## src/design/nnPkg.sv

```systemverilog
`default_nettype none

package nnPkg;

	localparam int actWidth = 8;
	localparam int weightWidth = 8;
	localparam int biasWidth = 16; // Same scale as a product
	localparam int accWidth = 23;
	localparam int fracShift = 6; // Sum is scaled down by 64
	localparam int actMax = 127;

	localparam int numFeatures = 8;
	localparam int numHidden = 15;
	localparam int numClasses = 4;
	localparam int classWidth = 2;

	localparam int nodeLatency = 3; // Input reg, sum reg, output reg
	localparam int topLatency = 2 * nodeLatency + 1;

	// Row n holds the weights of hidden neuron n, column i meets feature i
	localparam logic [0:numHidden-1][0:numFeatures-1][weightWidth-1:0] hiddenWeights = '{
		'{ 8'sd24, -8'sd40,  8'sd30,  8'sd8,   8'sd36, -8'sd56, -8'sd6,   8'sd32},
		'{-8'sd18,  8'sd22,  8'sd40, -8'sd12,  8'sd6,   8'sd28, -8'sd34,  8'sd10},
		'{ 8'sd32,  8'sd16, -8'sd8,  -8'sd24,  8'sd44,  8'sd2,  -8'sd14,  8'sd20},
		'{-8'sd50, -8'sd12,  8'sd26,  8'sd38, -8'sd4,   8'sd18,  8'sd8,  -8'sd30},
		'{ 8'sd12,  8'sd34, -8'sd22,  8'sd6,  -8'sd16,  8'sd40,  8'sd24, -8'sd8},
		'{-8'sd6,  -8'sd28,  8'sd14,  8'sd52,  8'sd20, -8'sd10, -8'sd36,  8'sd16},
		'{ 8'sd40,  8'sd8,  -8'sd18, -8'sd2,  -8'sd26,  8'sd30,  8'sd12,  8'sd36},
		'{-8'sd24,  8'sd46,  8'sd6,  -8'sd32,  8'sd10, -8'sd14,  8'sd28,  8'sd4},
		'{ 8'sd18, -8'sd8,  -8'sd42,  8'sd20,  8'sd34,  8'sd6,  -8'sd20,  8'sd26},
		'{ 8'sd2,   8'sd30,  8'sd16, -8'sd44, -8'sd12,  8'sd24,  8'sd38, -8'sd18},
		'{-8'sd36, -8'sd4,   8'sd20,  8'sd14,  8'sd48, -8'sd22,  8'sd6,   8'sd10},
		'{ 8'sd28, -8'sd20, -8'sd10,  8'sd36, -8'sd6,   8'sd12, -8'sd30,  8'sd42},
		'{-8'sd12,  8'sd14,  8'sd34, -8'sd16,  8'sd22, -8'sd40,  8'sd18, -8'sd2},
		'{ 8'sd8,  -8'sd34, -8'sd26,  8'sd10,  8'sd30,  8'sd44, -8'sd8,  -8'sd14},
		'{ 8'sd32,  8'sd20,  8'sd12, -8'sd28, -8'sd38,  8'sd4,   8'sd16, -8'sd6}
	};

	// Multiples of 64 and never positive, so a zero input settles to zero
	localparam logic [0:numHidden-1][biasWidth-1:0] hiddenBias = '{
		-16'sd512, -16'sd128, -16'sd64,  16'sd0,   -16'sd256,
		-16'sd192, -16'sd64,  -16'sd320, 16'sd0,   -16'sd128,
		-16'sd448, -16'sd64,  -16'sd192, -16'sd256, -16'sd128
	};

	localparam logic [0:numClasses-1][0:numHidden-1][weightWidth-1:0] outWeights = '{
		'{ 8'sd20, -8'sd14,  8'sd8,   8'sd30, -8'sd22,  8'sd12, -8'sd6,   8'sd18,
		  -8'sd10,  8'sd26,  8'sd4,  -8'sd16,  8'sd14, -8'sd8,   8'sd22},
		'{-8'sd12,  8'sd24, -8'sd18,  8'sd6,   8'sd16, -8'sd28,  8'sd20, -8'sd4,
		   8'sd30, -8'sd10,  8'sd14,  8'sd8,  -8'sd22,  8'sd18, -8'sd6},
		'{ 8'sd10,  8'sd6,   8'sd28, -8'sd20, -8'sd8,   8'sd18, -8'sd24,  8'sd14,
		   8'sd4,  -8'sd16,  8'sd26, -8'sd12,  8'sd10,  8'sd22, -8'sd30},
		'{-8'sd22,  8'sd16, -8'sd6,   8'sd12,  8'sd24, -8'sd10,  8'sd8,  -8'sd26,
		   8'sd18,  8'sd6,  -8'sd14,  8'sd28, -8'sd4,  -8'sd18,  8'sd12}
	};

	localparam logic [0:numClasses-1][biasWidth-1:0] outBias = '{
		-16'sd256, -16'sd128, -16'sd320, -16'sd64
	};

endpackage

`default_nettype wire

```

## src/design/classSelect.sv

```systemverilog
`timescale 1ns/10ps
`default_nettype none

module classSelect
	import nnPkg::*;
#(
	parameter int numScores = numClasses
)
(
	input wire clk,
	input wire reset,
	input wire scoreValid,
	input wire [numScores-1:0][actWidth-1:0] scores,
	output logic classValid,
	output logic [classWidth-1:0] classIdx,
	output logic [actWidth-1:0] classScore
);

	logic [classWidth-1:0] bestIdx;
	logic [actWidth-1:0] bestScore;

	function automatic logic [actWidth-1:0] scoreAt(
		input logic [numScores-1:0][actWidth-1:0] s,
		input logic [classWidth-1:0] k
	);
		return s[k];
	endfunction

	// Strictly greater, so a tie keeps the lower index
	always_comb
	begin
		bestIdx = '0;
		bestScore = scores[0];
		for (int i = 1; i < numScores; i++)
		begin
			if (scores[i] > bestScore)
			begin
				bestIdx = classWidth'(i);
				bestScore = scores[i];
			end
		end
	end

	always_ff @(posedge clk)
	begin
		if (reset)
		begin
			classValid <= 1'b0;
			classIdx <= '0;
			classScore <= '0;
		end
		else
		begin
			classValid <= scoreValid;
			if (scoreValid)
			begin
				classIdx <= bestIdx; // Held until the next vector
				classScore <= bestScore;
			end
		end
	end

	winnerMatches: assert property (
		@(posedge clk) disable iff (reset)
		classValid |-> classScore == scoreAt($past(scores), classIdx)
	)
	else
		$error("classSelect score %0d does not match index %0d", classScore, classIdx);

endmodule

`default_nettype wire

```

## config.mk

```make
export PLATFORM = sky130hd
export DESIGN_NAME = classSelect
export DESIGN_NICKNAME = d
export VERILOG_FILES = /design/src/design/nnPkg.sv /design/src/design/classSelect.sv
export SDC_FILE = /design/constraint.sdc
export NUM_CORES = 1
export LEC_CHECK = 0
export BUFFER_PORTS_ARGS = -buffer_cell sky130_fd_sc_hd__buf_2
export CORE_UTILIZATION = 30
export DETAILED_ROUTE_END_ITERATION = 8
export PLACE_DENSITY_LB_ADDON = 0.05
export SLEW_MARGIN = 20
export SYNTH_ARGS = -nofsm -noshare
export SYNTH_HDL_FRONTEND = slang
export SYNTH_SLANG_ARGS = --single-unit
```

## constraint.sdc

```tcl
create_clock -name clk -period 6.2 [get_ports clk]
set_clock_uncertainty 0.2 [all_clocks]
set_input_delay 0.31 -clock clk [delete_from_list [all_inputs] [get_ports clk]]
set_output_delay 0.31 -clock clk [all_outputs]
set_load 0.05 [all_outputs]
```

# Yosys cells after proc, flatten, opt, wreduce, memory -nomap -nowiden
# Index checks and enable logic that the tools add are counted.
word_totals:
  rom_bits: 0
  word_cells: 12
  input_bits: 35
  latch_bits: 0
  n_memories: 0
  ramBits: 0
  regBits: 11
classes:
  n_lt_le_gt_ge: 3
  n_eq_ne: 0
  muxes: 6
  multipliers: 0
  bitwise_logic: 0
  n_addsub: 0
  reduce_logical: 0
  n_shift: 0
  n_div: 0
ops:
  columns: ["operator", "count"]
  rows:
  - ["8-bit greater-than comparator", 3]
  - ["8-bit 2-to-1 mux", 3]
  - ["2-bit 2-to-1 mux", 2]
  - ["1-bit 2-to-1 mux", 1]

# Longest topological paths before layout
# Gate-level depths: netlist of the first run.
depth:
  depth_word: 6
  depth_mapped: 26
  ltp_nobuf: 24

# Worst setup path after synthesis of the first run
# No wires, ideal clock.
synth_path:
  path_type: "input to register"
  startpoint: "in scores[5] in the netlist's numbering"
  endpoint: "reg classScore[0]"
  path_slack_ns: 1.157
  setup_time_ns: 0.075
  arrival_ns: 4.768
  stages: 23
  t_required_ns: 5.925
  cell_sequence: "inv_1 -> ha_1 -> a211o_1 -> a21oi_2 -> o2bb2ai_2 -> mux2_2 -> inv_1 -> ha_1 -> a21o_1 -> a21o_1 -> a21o_1 -> a211o_1 -> buf_6 -> a21oi_1 -> o21bai_1 -> ha_1 -> o21a_1 -> o21a_1 -> o311ai_2 -> and3_1 -> clkbuf_1 -> o31ai_1 -> o22ai_1"
synth_via:
  elab_chain_len: 6
synth_lines:
  columns: ["element", "line", "rtl"]
  rows:
  - ["start, declared", "classSelect.sv:13", "input wire [numScores-1:0][actWidth-1:0] scores,"]
  - ["8-bit greater-than comparator", "classSelect.sv:36", "if (scores[i] > bestScore)"]
  - ["8-bit 2-to-1 mux (*)", "classSelect.sv:36", null]
  - ["8-bit greater-than comparator", "classSelect.sv:36", null]
  - ["8-bit 2-to-1 mux (*)", "classSelect.sv:36", null]
  - ["8-bit greater-than comparator", "classSelect.sv:36", null]
  - ["8-bit 2-to-1 mux (*)", "classSelect.sv:36", null]
  - ["end signal, assigned", "classSelect.sv:58", "classScore <= bestScore;"]
  - ["end, declared", "classSelect.sv:16", "output logic [actWidth-1:0] classScore"]
# Every way passes the cells marked *; elsewhere a longest branch is shown, timed or not.
# A chain may end at the register's enable or synchronous reset.

# Worst setup path in the final report of the first run
# Ends and elaborated chain as after synthesis.

==> results of run 1 <==
## sequential cells by signal, summed over array words and instances (netlist names)
| name | count |
|---|---|
| classIdx | 2 |
| classScore | 8 |
| classValid | 1 |
## worst min path at each step
stage / start / to / slack, ps / depth (start not counted)
2_1_floorplan: reset / classValid / 190 / 1
3_3_place_gp: classIdx[0] / classIdx[0] / 320 / 2
3_5_place_dp: classIdx[1] / classIdx[1] / 300 / 2
4_1_cts: reset / classIdx[0] / 190 / 2
5_1_grt: scores[20] / classScore[4] / 220 / 3
6_report: reset / classIdx[0] / 190 / 2
## layer usage
layer / track usage / vias up / wire (um)
li1: - / 794 / -
met1: 0.215 / 669 / 1950
met2: 0.298 / 42 / 1990
met3: 0.0153 / 4 / 208
met4: 0.0458 / 0 / 36
met5: 0 / - / 0
## metrics by stage
stage	setup WS [ps]	cells
3_3_place_gp	576	296
3_5_place_dp	460	296
2_1_floorplan	1160	190
5_1_grt	232	300
4_1_cts	701	300
6_report	686	300
## report_power, final
part	internal, W	leakage, nW	switching [W]
combinational	0.0000826	0.779	0.000144
clock	0.0000454	0.0228	0.0000295
sequential	0.0000827	0.0910	0.00000437
## area by class of cell
type / instances / area (sq um) / area share
clock buffers: 4 / 45.0 / 0.0249
inverters: 17 / 63.8 / 0.0352
multi-input cells: 156 / 1170 / 0.648
flip-flops and latches: 11 / 220 / 0.122
well taps: 67 / 83.8 / 0.0463
repair buffers: 45 / 225 / 0.124
## logic make-up after synthesis
family                     synth area share
and+or+nand+nor                       0.186
adders and majority gates             0.193
buffers and inverters                0.0639
DFF                                   0.148
AOI/OAI and AO/OA                     0.356
muxes                                0.0529
## cells in the final DEF, fill, tap and decap left out, types with 2 or more instances in the layout
| master | n |
|---|---|
| a211o_1 | 2 |
| a21o_1 | 5 |
| a21oi_1 | 21 |
| a31oi_1 | 3 |
| and3_1 | 2 |
| buf_2 | 45 |
| clkbuf_8 | 3 |
| dfxtp_1 | 11 |
| ha_1 | 23 |
| inv_1 | 17 |
| mux2_2 | 7 |
| nand2_1 | 11 |
| nand3_1 | 3 |
| nand4_1 | 4 |
| nor2_1 | 10 |
| nor2b_1 | 12 |
| o211ai_1 | 2 |
| o21a_1 | 3 |
| o21ai_1 | 7 |
| o21bai_1 | 13 |
| o31ai_1 | 7 |
## critical path, cell delays in order
cell       delay [ps]
buf_2              90
inv_1              40
ha_1              310
a211o_1           300
a21oi_2           220
o2bb2ai_2         270
mux2_2            410
inv_1              70
ha_1              130
nand4_1           210
a211oi_1          460
a211o_1           390
nand2_1           250
o21bai_1          200
ha_1              260
o21a_1            110
o21a_1            170
o311ai_2          540
and3_1            420
o31ai_1           130
o22ai_1           180
==> impl_metrics.toml, run 1 <==
[status]
status = "complete, no violations"

[logic_synthesis]
seq_area_frac_synth = 0.148
ys_top_cells_by_area = "ha_1, dfxtp_1, a21oi_1, o21bai_1, mux2_2"
avgSynthCellArea_sq_um = 7.84
ys.flop_type = "dfxtp_1"
yosys_warnings = 0
yosys-top-cells-count = "ha_1, a21oi_1, inv_1"
synthesis.area_sq_mm = 0.00149
syn_nets = 248
synth_top_area_cell = "ha_1"
synth_seq_cells = 11
synth_cell_types = 43
synth_edf_count = 0
syn_inst = 190
synth_most_common_cell = "ha_1"
synthArstFlopShare = 0
synth_top_area_frac = 0.193

[setup_path]
endpoint = "classScore[0]"
required_ps = 6160
r2r_start = "classScore[0]"
r2r_cells = 3
criticalPathCategory = "in2reg"
worst-r2r-setup-slack_ps = 5160
path_max_fanout = 10
worstPathArrival_ps = 5480
r2r_end = "classScore[0]"
end_kind = "register"
cp-startpoint = "scores[5]"
start_kind = "input pin"

[cts]
clock_latency_ps = 240
cts_resized = 0
tritoncts = "yes"
clkSinkCount = 11
root_buffer = "clkbuf_8"
cts_htree_levels = 1
postCtsHoldBufs = 0
cts_buffers = 3
clockBufferDepth = 2
clkTransAtPathRegs_ps = 50
cts_setup_buffers = 0

[place]
gp_congestion = 0.793
place_area_sq_mm = 0.00177
dp_hpwl_um = 3540
portBuffers = 45

[floorplan]
core_sq_mm = 0.00475
io_pins = 46
fp.dieH_um = 72.5
row_count = 25
die_w_um = 72.5
start_util = 0.313
design.die.area_sq_mm = 0.00525

[global_routing]
overflow = 0
grt_max_degree = 23
grt_pass1_wl_um = 6870
grt_pass1_vias = 1504
grtUsageTotal = 0.168
antenna_found_initial = 0

[route]
viasPerCell = 5.03
routed-via-count = 1509
drc = 0
wl_per_cell_um = 13.9
routed_wl_um = 4180
drtAntennaViolNets = 0
dr.pass1.iters = 4
drtIter0Drc = 67

[cells_and_area]
n_fill_cell = 535
syn2layout_area_growth_pct = 21.7
drive_gt1_frac = 0.279
final_core_util = 0.381
nNetsFinal = 292
stdcell_area_sq_mm = 0.00181
diodes = 0

[power]
leakage_nw = 0.892
power.density_mw_per_mm2 = 214
peakVddDrop_uv = 61.6
power_w = 0.000388

[sta]
setup_violations = 0
rsz0062_at_grt = "false"
fin_crit_sh = 0.889
fin_setup_tns_ps = 0
tightest_slew_ps = 632
hold_viol = 0
max_clock_freq_mhz = 181
slew_viol_final = 0
hold_ws_ps = 189
post-route-min-period_ps = 5510
slew_headroom = 0.578

[hold_path]
hold_class = "in2reg"

[flow_run]
drv_cap = 0
Note: power is estimated with default switching activity, not from simulation.
==> inputs of run 2 (changes only) <==
--- a/config.mk
+++ b/config.mk
@@ -6,7 +6,9 @@
 export NUM_CORES = 1
 export LEC_CHECK = 0
 export BUFFER_PORTS_ARGS = -buffer_cell sky130_fd_sc_hd__buf_2
-export CORE_UTILIZATION = 30
+export CELL_PAD_IN_SITES_DETAIL_PLACEMENT = 2
+export CELL_PAD_IN_SITES_GLOBAL_PLACEMENT = 2
+export CORE_UTILIZATION = 29
 export DETAILED_ROUTE_END_ITERATION = 8
 export PLACE_DENSITY_LB_ADDON = 0.05
 export SLEW_MARGIN = 20
==> impl_metrics.toml, run 2 (synthesis gave the netlist of run 1 again) <==
[setup_path]
criticalPathCategory = "in2reg"
path_max_fanout = 10
worstPathArrival_ps = 5490
critPathSlowestCell = "o311ai_2"
crit_chain = "buf_2 > inv_1 > ha_1 > a211o_1 > a21oi_2 > o2bb2ai_2 > mux2_2 > inv_1 > ha_1 > a21o_1 > a21o_1 > a21o_1 > a211o_1 > nand2_1 > o21bai_1 > ha_1 > o21a_1 > o21a_1 > o311ai_2 > and3_1 > o31ai_1 > o22ai_1"
worst-r2r-setup-slack_ps = 5170
cpPeakStageDelay_ps = 530
required_ps = 6160
start_kind = "input pin"
end_kind = "register"

[sta]
slew_viol_final = 0
fin_crit_sh = 0.892
setup_violations = 0
hold_ws_ps = 193
fin_setup_tns_ps = 0
tightest_slew_ps = 624
rsz0062_at_grt = "false"
slew_headroom = 0.584
fin_ws_ps = 671
max_clock_freq_mhz = 181
post-route-min-period_ps = 5530
hold_viol = 0

[cells_and_area]
drive_gt1_frac = 0.279
reg_top3 = "classScore: 8 flops, classIdx: 2 flops, classValid: 1 flops"
largest_reg_flops = 8
stdcell_area_sq_mm = 0.00181
final_cell_mix = "buf_2, ha_1, a21oi_1"
diodes = 0
fin_cells = 300
final_common_cell = "buf_2"
syn2layout_area_growth_pct = 21.7
nNetsFinal = 292
largest-register = "classScore"

[cts]
clkSinkCount = 11
cts_resized = 0
postCtsHoldBufs = 0
clkTransAtPathRegs_ps = 50
root_buffer = "clkbuf_8"
cts_setup_buffers = 0
cts_buffers = 3
clockBufferDepth = 2
tritoncts = "yes"
clock_latency_ps = 240
cts_htree_levels = 1

[route]
drtIter0Drc = 31
routed-via-count = 1564
drtAntennaViolNets = 0
dr.pass1.iters = 4
viasPerCell = 5.21
wl_per_cell_um = 16.6
drc = 0
routed_wl_um = 4970

[place]
dp.cells = 296
dp_hpwl_um = 4320
gp_congestion = 0.776
pre_cts_slack_ps = 435
portBuffers = 45
place_area_sq_mm = 0.00177

[power]
power.density_mw_per_mm2 = 218
leakage_nw = 0.892
peakVddDrop_uv = 66.0

[floorplan]
io_pins = 46
start_util = 0.309
core_sq_mm = 0.00482
row_count = 25
design.die.area_sq_mm = 0.00543
fp.dieH_um = 73.7
die_w_um = 73.7

[global_routing]
grt_pass1_wl_um = 8500
grtUsageTotal = 0.200
antenna_found_initial = 0
grt_pass1_vias = 1770
grt_max_degree = 23
overflow = 0

[status]
status = "complete, no violations"

[hold_path]
hold_class = "in2reg"

[flow_run]
drv_cap = 0
[run 2: cell counts in the layout (fill, tap and decap cells not counted)]
Identical to the previous run, type by type.
[run 2: power breakdown]
group	leakage, nW	switching [W]	internal, W	total [W]
sequential	0.0910	0.00000469	0.0000828	0.0000875
clock	0.0228	0.0000293	0.0000453	0.0000746
combinational	0.779	0.000150	0.0000831	0.000233
total	0.892	0.000184	0.000211	0.000395
[run 2: metrics by stage]
step	total power, W	utilization
4_1_cts	0.000400	0.376
2_1_floorplan	0.000259	-
5_1_grt	0.000424	0.376
3_3_place_gp	0.000315	0.367
3_5_place_dp	0.000323	0.367
6_report	0.000395	0.376
[run 2: metal layers]
| layer | routed length, um | part of all wire | track usage | up-vias |
|---|---|---|---|---|
| met5 | 0 | 0 | 0 | - |
| met4 | 54 | 0.011 | 0.0449 | 0 |
| met3 | 107 | 0.022 | 0.00412 | 5 |
| met2 | 2510 | 0.51 | 0.366 | 34 |
| met1 | 2300 | 0.46 | 0.259 | 729 |
| li1 | - | - | - | 796 |
[run 2: worst max-delay path: cells and delay by family]
kind                     cells  cell delay (ps)
adder cells (fa/ha/maj)      3              850
multiplexers                 1              410
AND/OR/NAND/NOR              2              680
buffers and inverters        3              180
AO/OA/AOI/OAI               13             3060
[run 2: worst paths after layout]
path	from	endpoint	cells past startpoint
min reg2reg	classIdx[0]	classIdx[0]	2
max reg2reg	classScore[0]	classScore[0]	3
min	reset	classIdx[0]	2
max	scores[5]	classScore[0]	22
[run 2: area by class of cell]
| class | instances | area [sq um] |
|---|---|---|
| fill | 581 | 3010 |
| inverter | 17 | 63.8 |
| sequential | 11 | 220 |
| timing repair buffer | 45 | 225 |
| multi-input combinational | 156 | 1170 |
| tap | 67 | 83.8 |
| clock buffer | 4 | 45.0 |
==> inputs of run 3 (changes only) <==
--- a/config.mk
+++ b/config.mk
@@ -8,9 +8,11 @@
 export BUFFER_PORTS_ARGS = -buffer_cell sky130_fd_sc_hd__buf_2
 export CELL_PAD_IN_SITES_DETAIL_PLACEMENT = 2
 export CELL_PAD_IN_SITES_GLOBAL_PLACEMENT = 2
+export CORE_MARGIN = 2
 export CORE_UTILIZATION = 29
 export DETAILED_ROUTE_END_ITERATION = 8
 export PLACE_DENSITY_LB_ADDON = 0.05
+export RECOVER_POWER = 50
 export SLEW_MARGIN = 20
 export SYNTH_ARGS = -nofsm -noshare
 export SYNTH_HDL_FRONTEND = slang
==> constraint.sdc (replaced) <==
create_clock -name clk -period 6.2 [get_ports clk]
set_clock_uncertainty 0.2 [all_clocks]
set_input_delay 0.31 -clock clk [delete_from_list [all_inputs] [get_ports clk]]
set_output_delay 0.31 -clock clk [all_outputs]
set_load 0.005 [all_outputs]
==> impl_metrics.toml, run 3 (synthesis gave the netlist of run 1 again) <==
[global_routing]
antenna_found_initial = 0
grt_max_degree = 23
grt_pass1_vias = 1742
grtUsageTotal = 0.189
grt_pass1_wl_um = 8360
overflow = 0

[floorplan]
die_w_um = 75.7
start_util = 0.295
row_count = 26
core_sq_mm = 0.00504
io_pins = 46
fp.dieH_um = 75.7
design.die.area_sq_mm = 0.00572

[route]
dr.pass1.iters = 4
wl_per_cell_um = 16.6
drtAntennaViolNets = 0
routed-via-count = 1597
drtIter0Drc = 30
viasPerCell = 5.27
drc = 0
routed_wl_um = 5030

[cells_and_area]
final_common_cell = "buf_2"
drive_gt1_frac = 0.245
nNetsFinal = 292
syn2layout_area_growth_pct = 21.3
reg_top3 = "classScore: 8 flops, classIdx: 2 flops, classValid: 1 flops"
largest-register = "classScore"
final_cell_mix = "buf_2, ha_1, a21oi_1"
diodes = 0
n_fill_cell = 615
largest_reg_flops = 8

[setup_path]
path_max_fanout = 10
r2r_start = "classScore[0]"
crit_cells = 23
worstPathArrival_ps = 5480
end_kind = "register"
crit_chain = "buf_2 > inv_1 > ha_1 > a211o_1 > a21oi_2 > o2bb2ai_2 > mux2_2 > inv_1 > ha_1 > nand4_1 > nor2_1 > nand3_1 > nor4_1 > nor2_4 > a21oi_1 > o21bai_1 > ha_1 > o21a_1 > o21a_1 > o311ai_2 > and3_1 > o31ai_1 > o22ai_1"
path_common_cell = "ha_1"
r2r_end = "classScore[0]"
endpoint = "classScore[0]"
crit_buf_inv = 3
cp-startpoint = "scores[5]"
worst-r2r-setup-slack_ps = 5170
criticalPathCategory = "in2reg"
crit_family = "compound AO/OA/AOI/OAI gates"
r2r_cells = 3
required_ps = 6160
critPathSlowestCell = "o311ai_2"
start_kind = "input pin"
cpPeakStageDelay_ps = 510

[cts]
clkSinkCount = 11
root_buffer = "clkbuf_8"
postCtsHoldBufs = 0
clkTransAtPathRegs_ps = 50
tritoncts = "yes"
cts_htree_levels = 1
clockBufferDepth = 2
cts_buffers = 3
clock_latency_ps = 240
cts_setup_buffers = 0
cts_resized = 0

[hold_path]
hold_class = "in2reg"

[sta]
setup_violations = 0
slew_viol_final = 0
post-route-min-period_ps = 5520
slew_headroom = 0.377
rsz0062_at_grt = "false"
tightest_slew_ps = 935
max_clock_freq_mhz = 181
hold_viol = 0
hold_ws_ps = 180
fin_setup_tns_ps = 0
fin_crit_sh = 0.890

[power]
peakVddDrop_uv = 47.0
leakage_nw = 0.863
power.density_mw_per_mm2 = 195

[flow_run]
drv_cap = 0

[place]
dp_hpwl_um = 4440
gp_congestion = 0.830
portBuffers = 45

[status]
status = "complete, no violations"
-- run 3: cell count changes in the layout (fill, tap and decap cells not counted), sizes merged --
| cell | before | now |
|---|---|---|
| buf | 45 | 37 |
| clkbuf | 4 | 12 |
-- run 3: where the power goes --
part / total [W] / internal, W / switching [W] / leakage (nW)
Combinational: 0.000191 / 0.0000811 / 0.000109 / 0.750
Clock: 0.0000740 / 0.0000453 / 0.0000287 / 0.0228
Sequential: 0.0000876 / 0.0000828 / 0.00000481 / 0.0910
-- run 3: how the worst min path moves through the flow --
stage	to	startpoint	cells past startpoint
6_report	classIdx[0]	reset	2
5_1_grt	classIdx[0]	reset	2
3_3_place_gp	classIdx[0]	classIdx[0]	2
2_1_floorplan	classValid	reset	1
3_5_place_dp	classIdx[1]	classIdx[1]	2
4_1_cts	classIdx[0]	reset	2
-- run 3: per-stage QoR --
step / total power (W) / instances / setup WS, ps / util / instance area, sq um
finish: 0.000352 / 303 / 680 / 0.358 / 1810
global route: 0.000387 / 303 / 120 / 0.358 / 1810
CTS: 0.000360 / 303 / 596 / 0.360 / 1820
detailed placement: 0.000283 / 299 / 374 / 0.351 / 1770
global placement: 0.000275 / 299 / 579 / 0.351 / 1770
floorplan: 0.000219 / 190 / 1160 / - / 1490
-- run 3: cell type report --
class                      count  area (sq um)  share of cell area
clock buffer                   4          45.0              0.0249
multi-input combinational    156          1170               0.650
timing repair buffer          45           215               0.119
inverter                      17          63.8              0.0353
sequential                    11           220               0.122
tap                           70          87.6              0.0485
-- run 3: per-layer routing --
metal  up-vias  routed length, um  GRT usage
met5         -                  0          0
met4         0                 48     0.0351
met3         4                122     0.0106
met2        29               2710      0.371
met1       775               2140      0.225
li1        789                  -          -
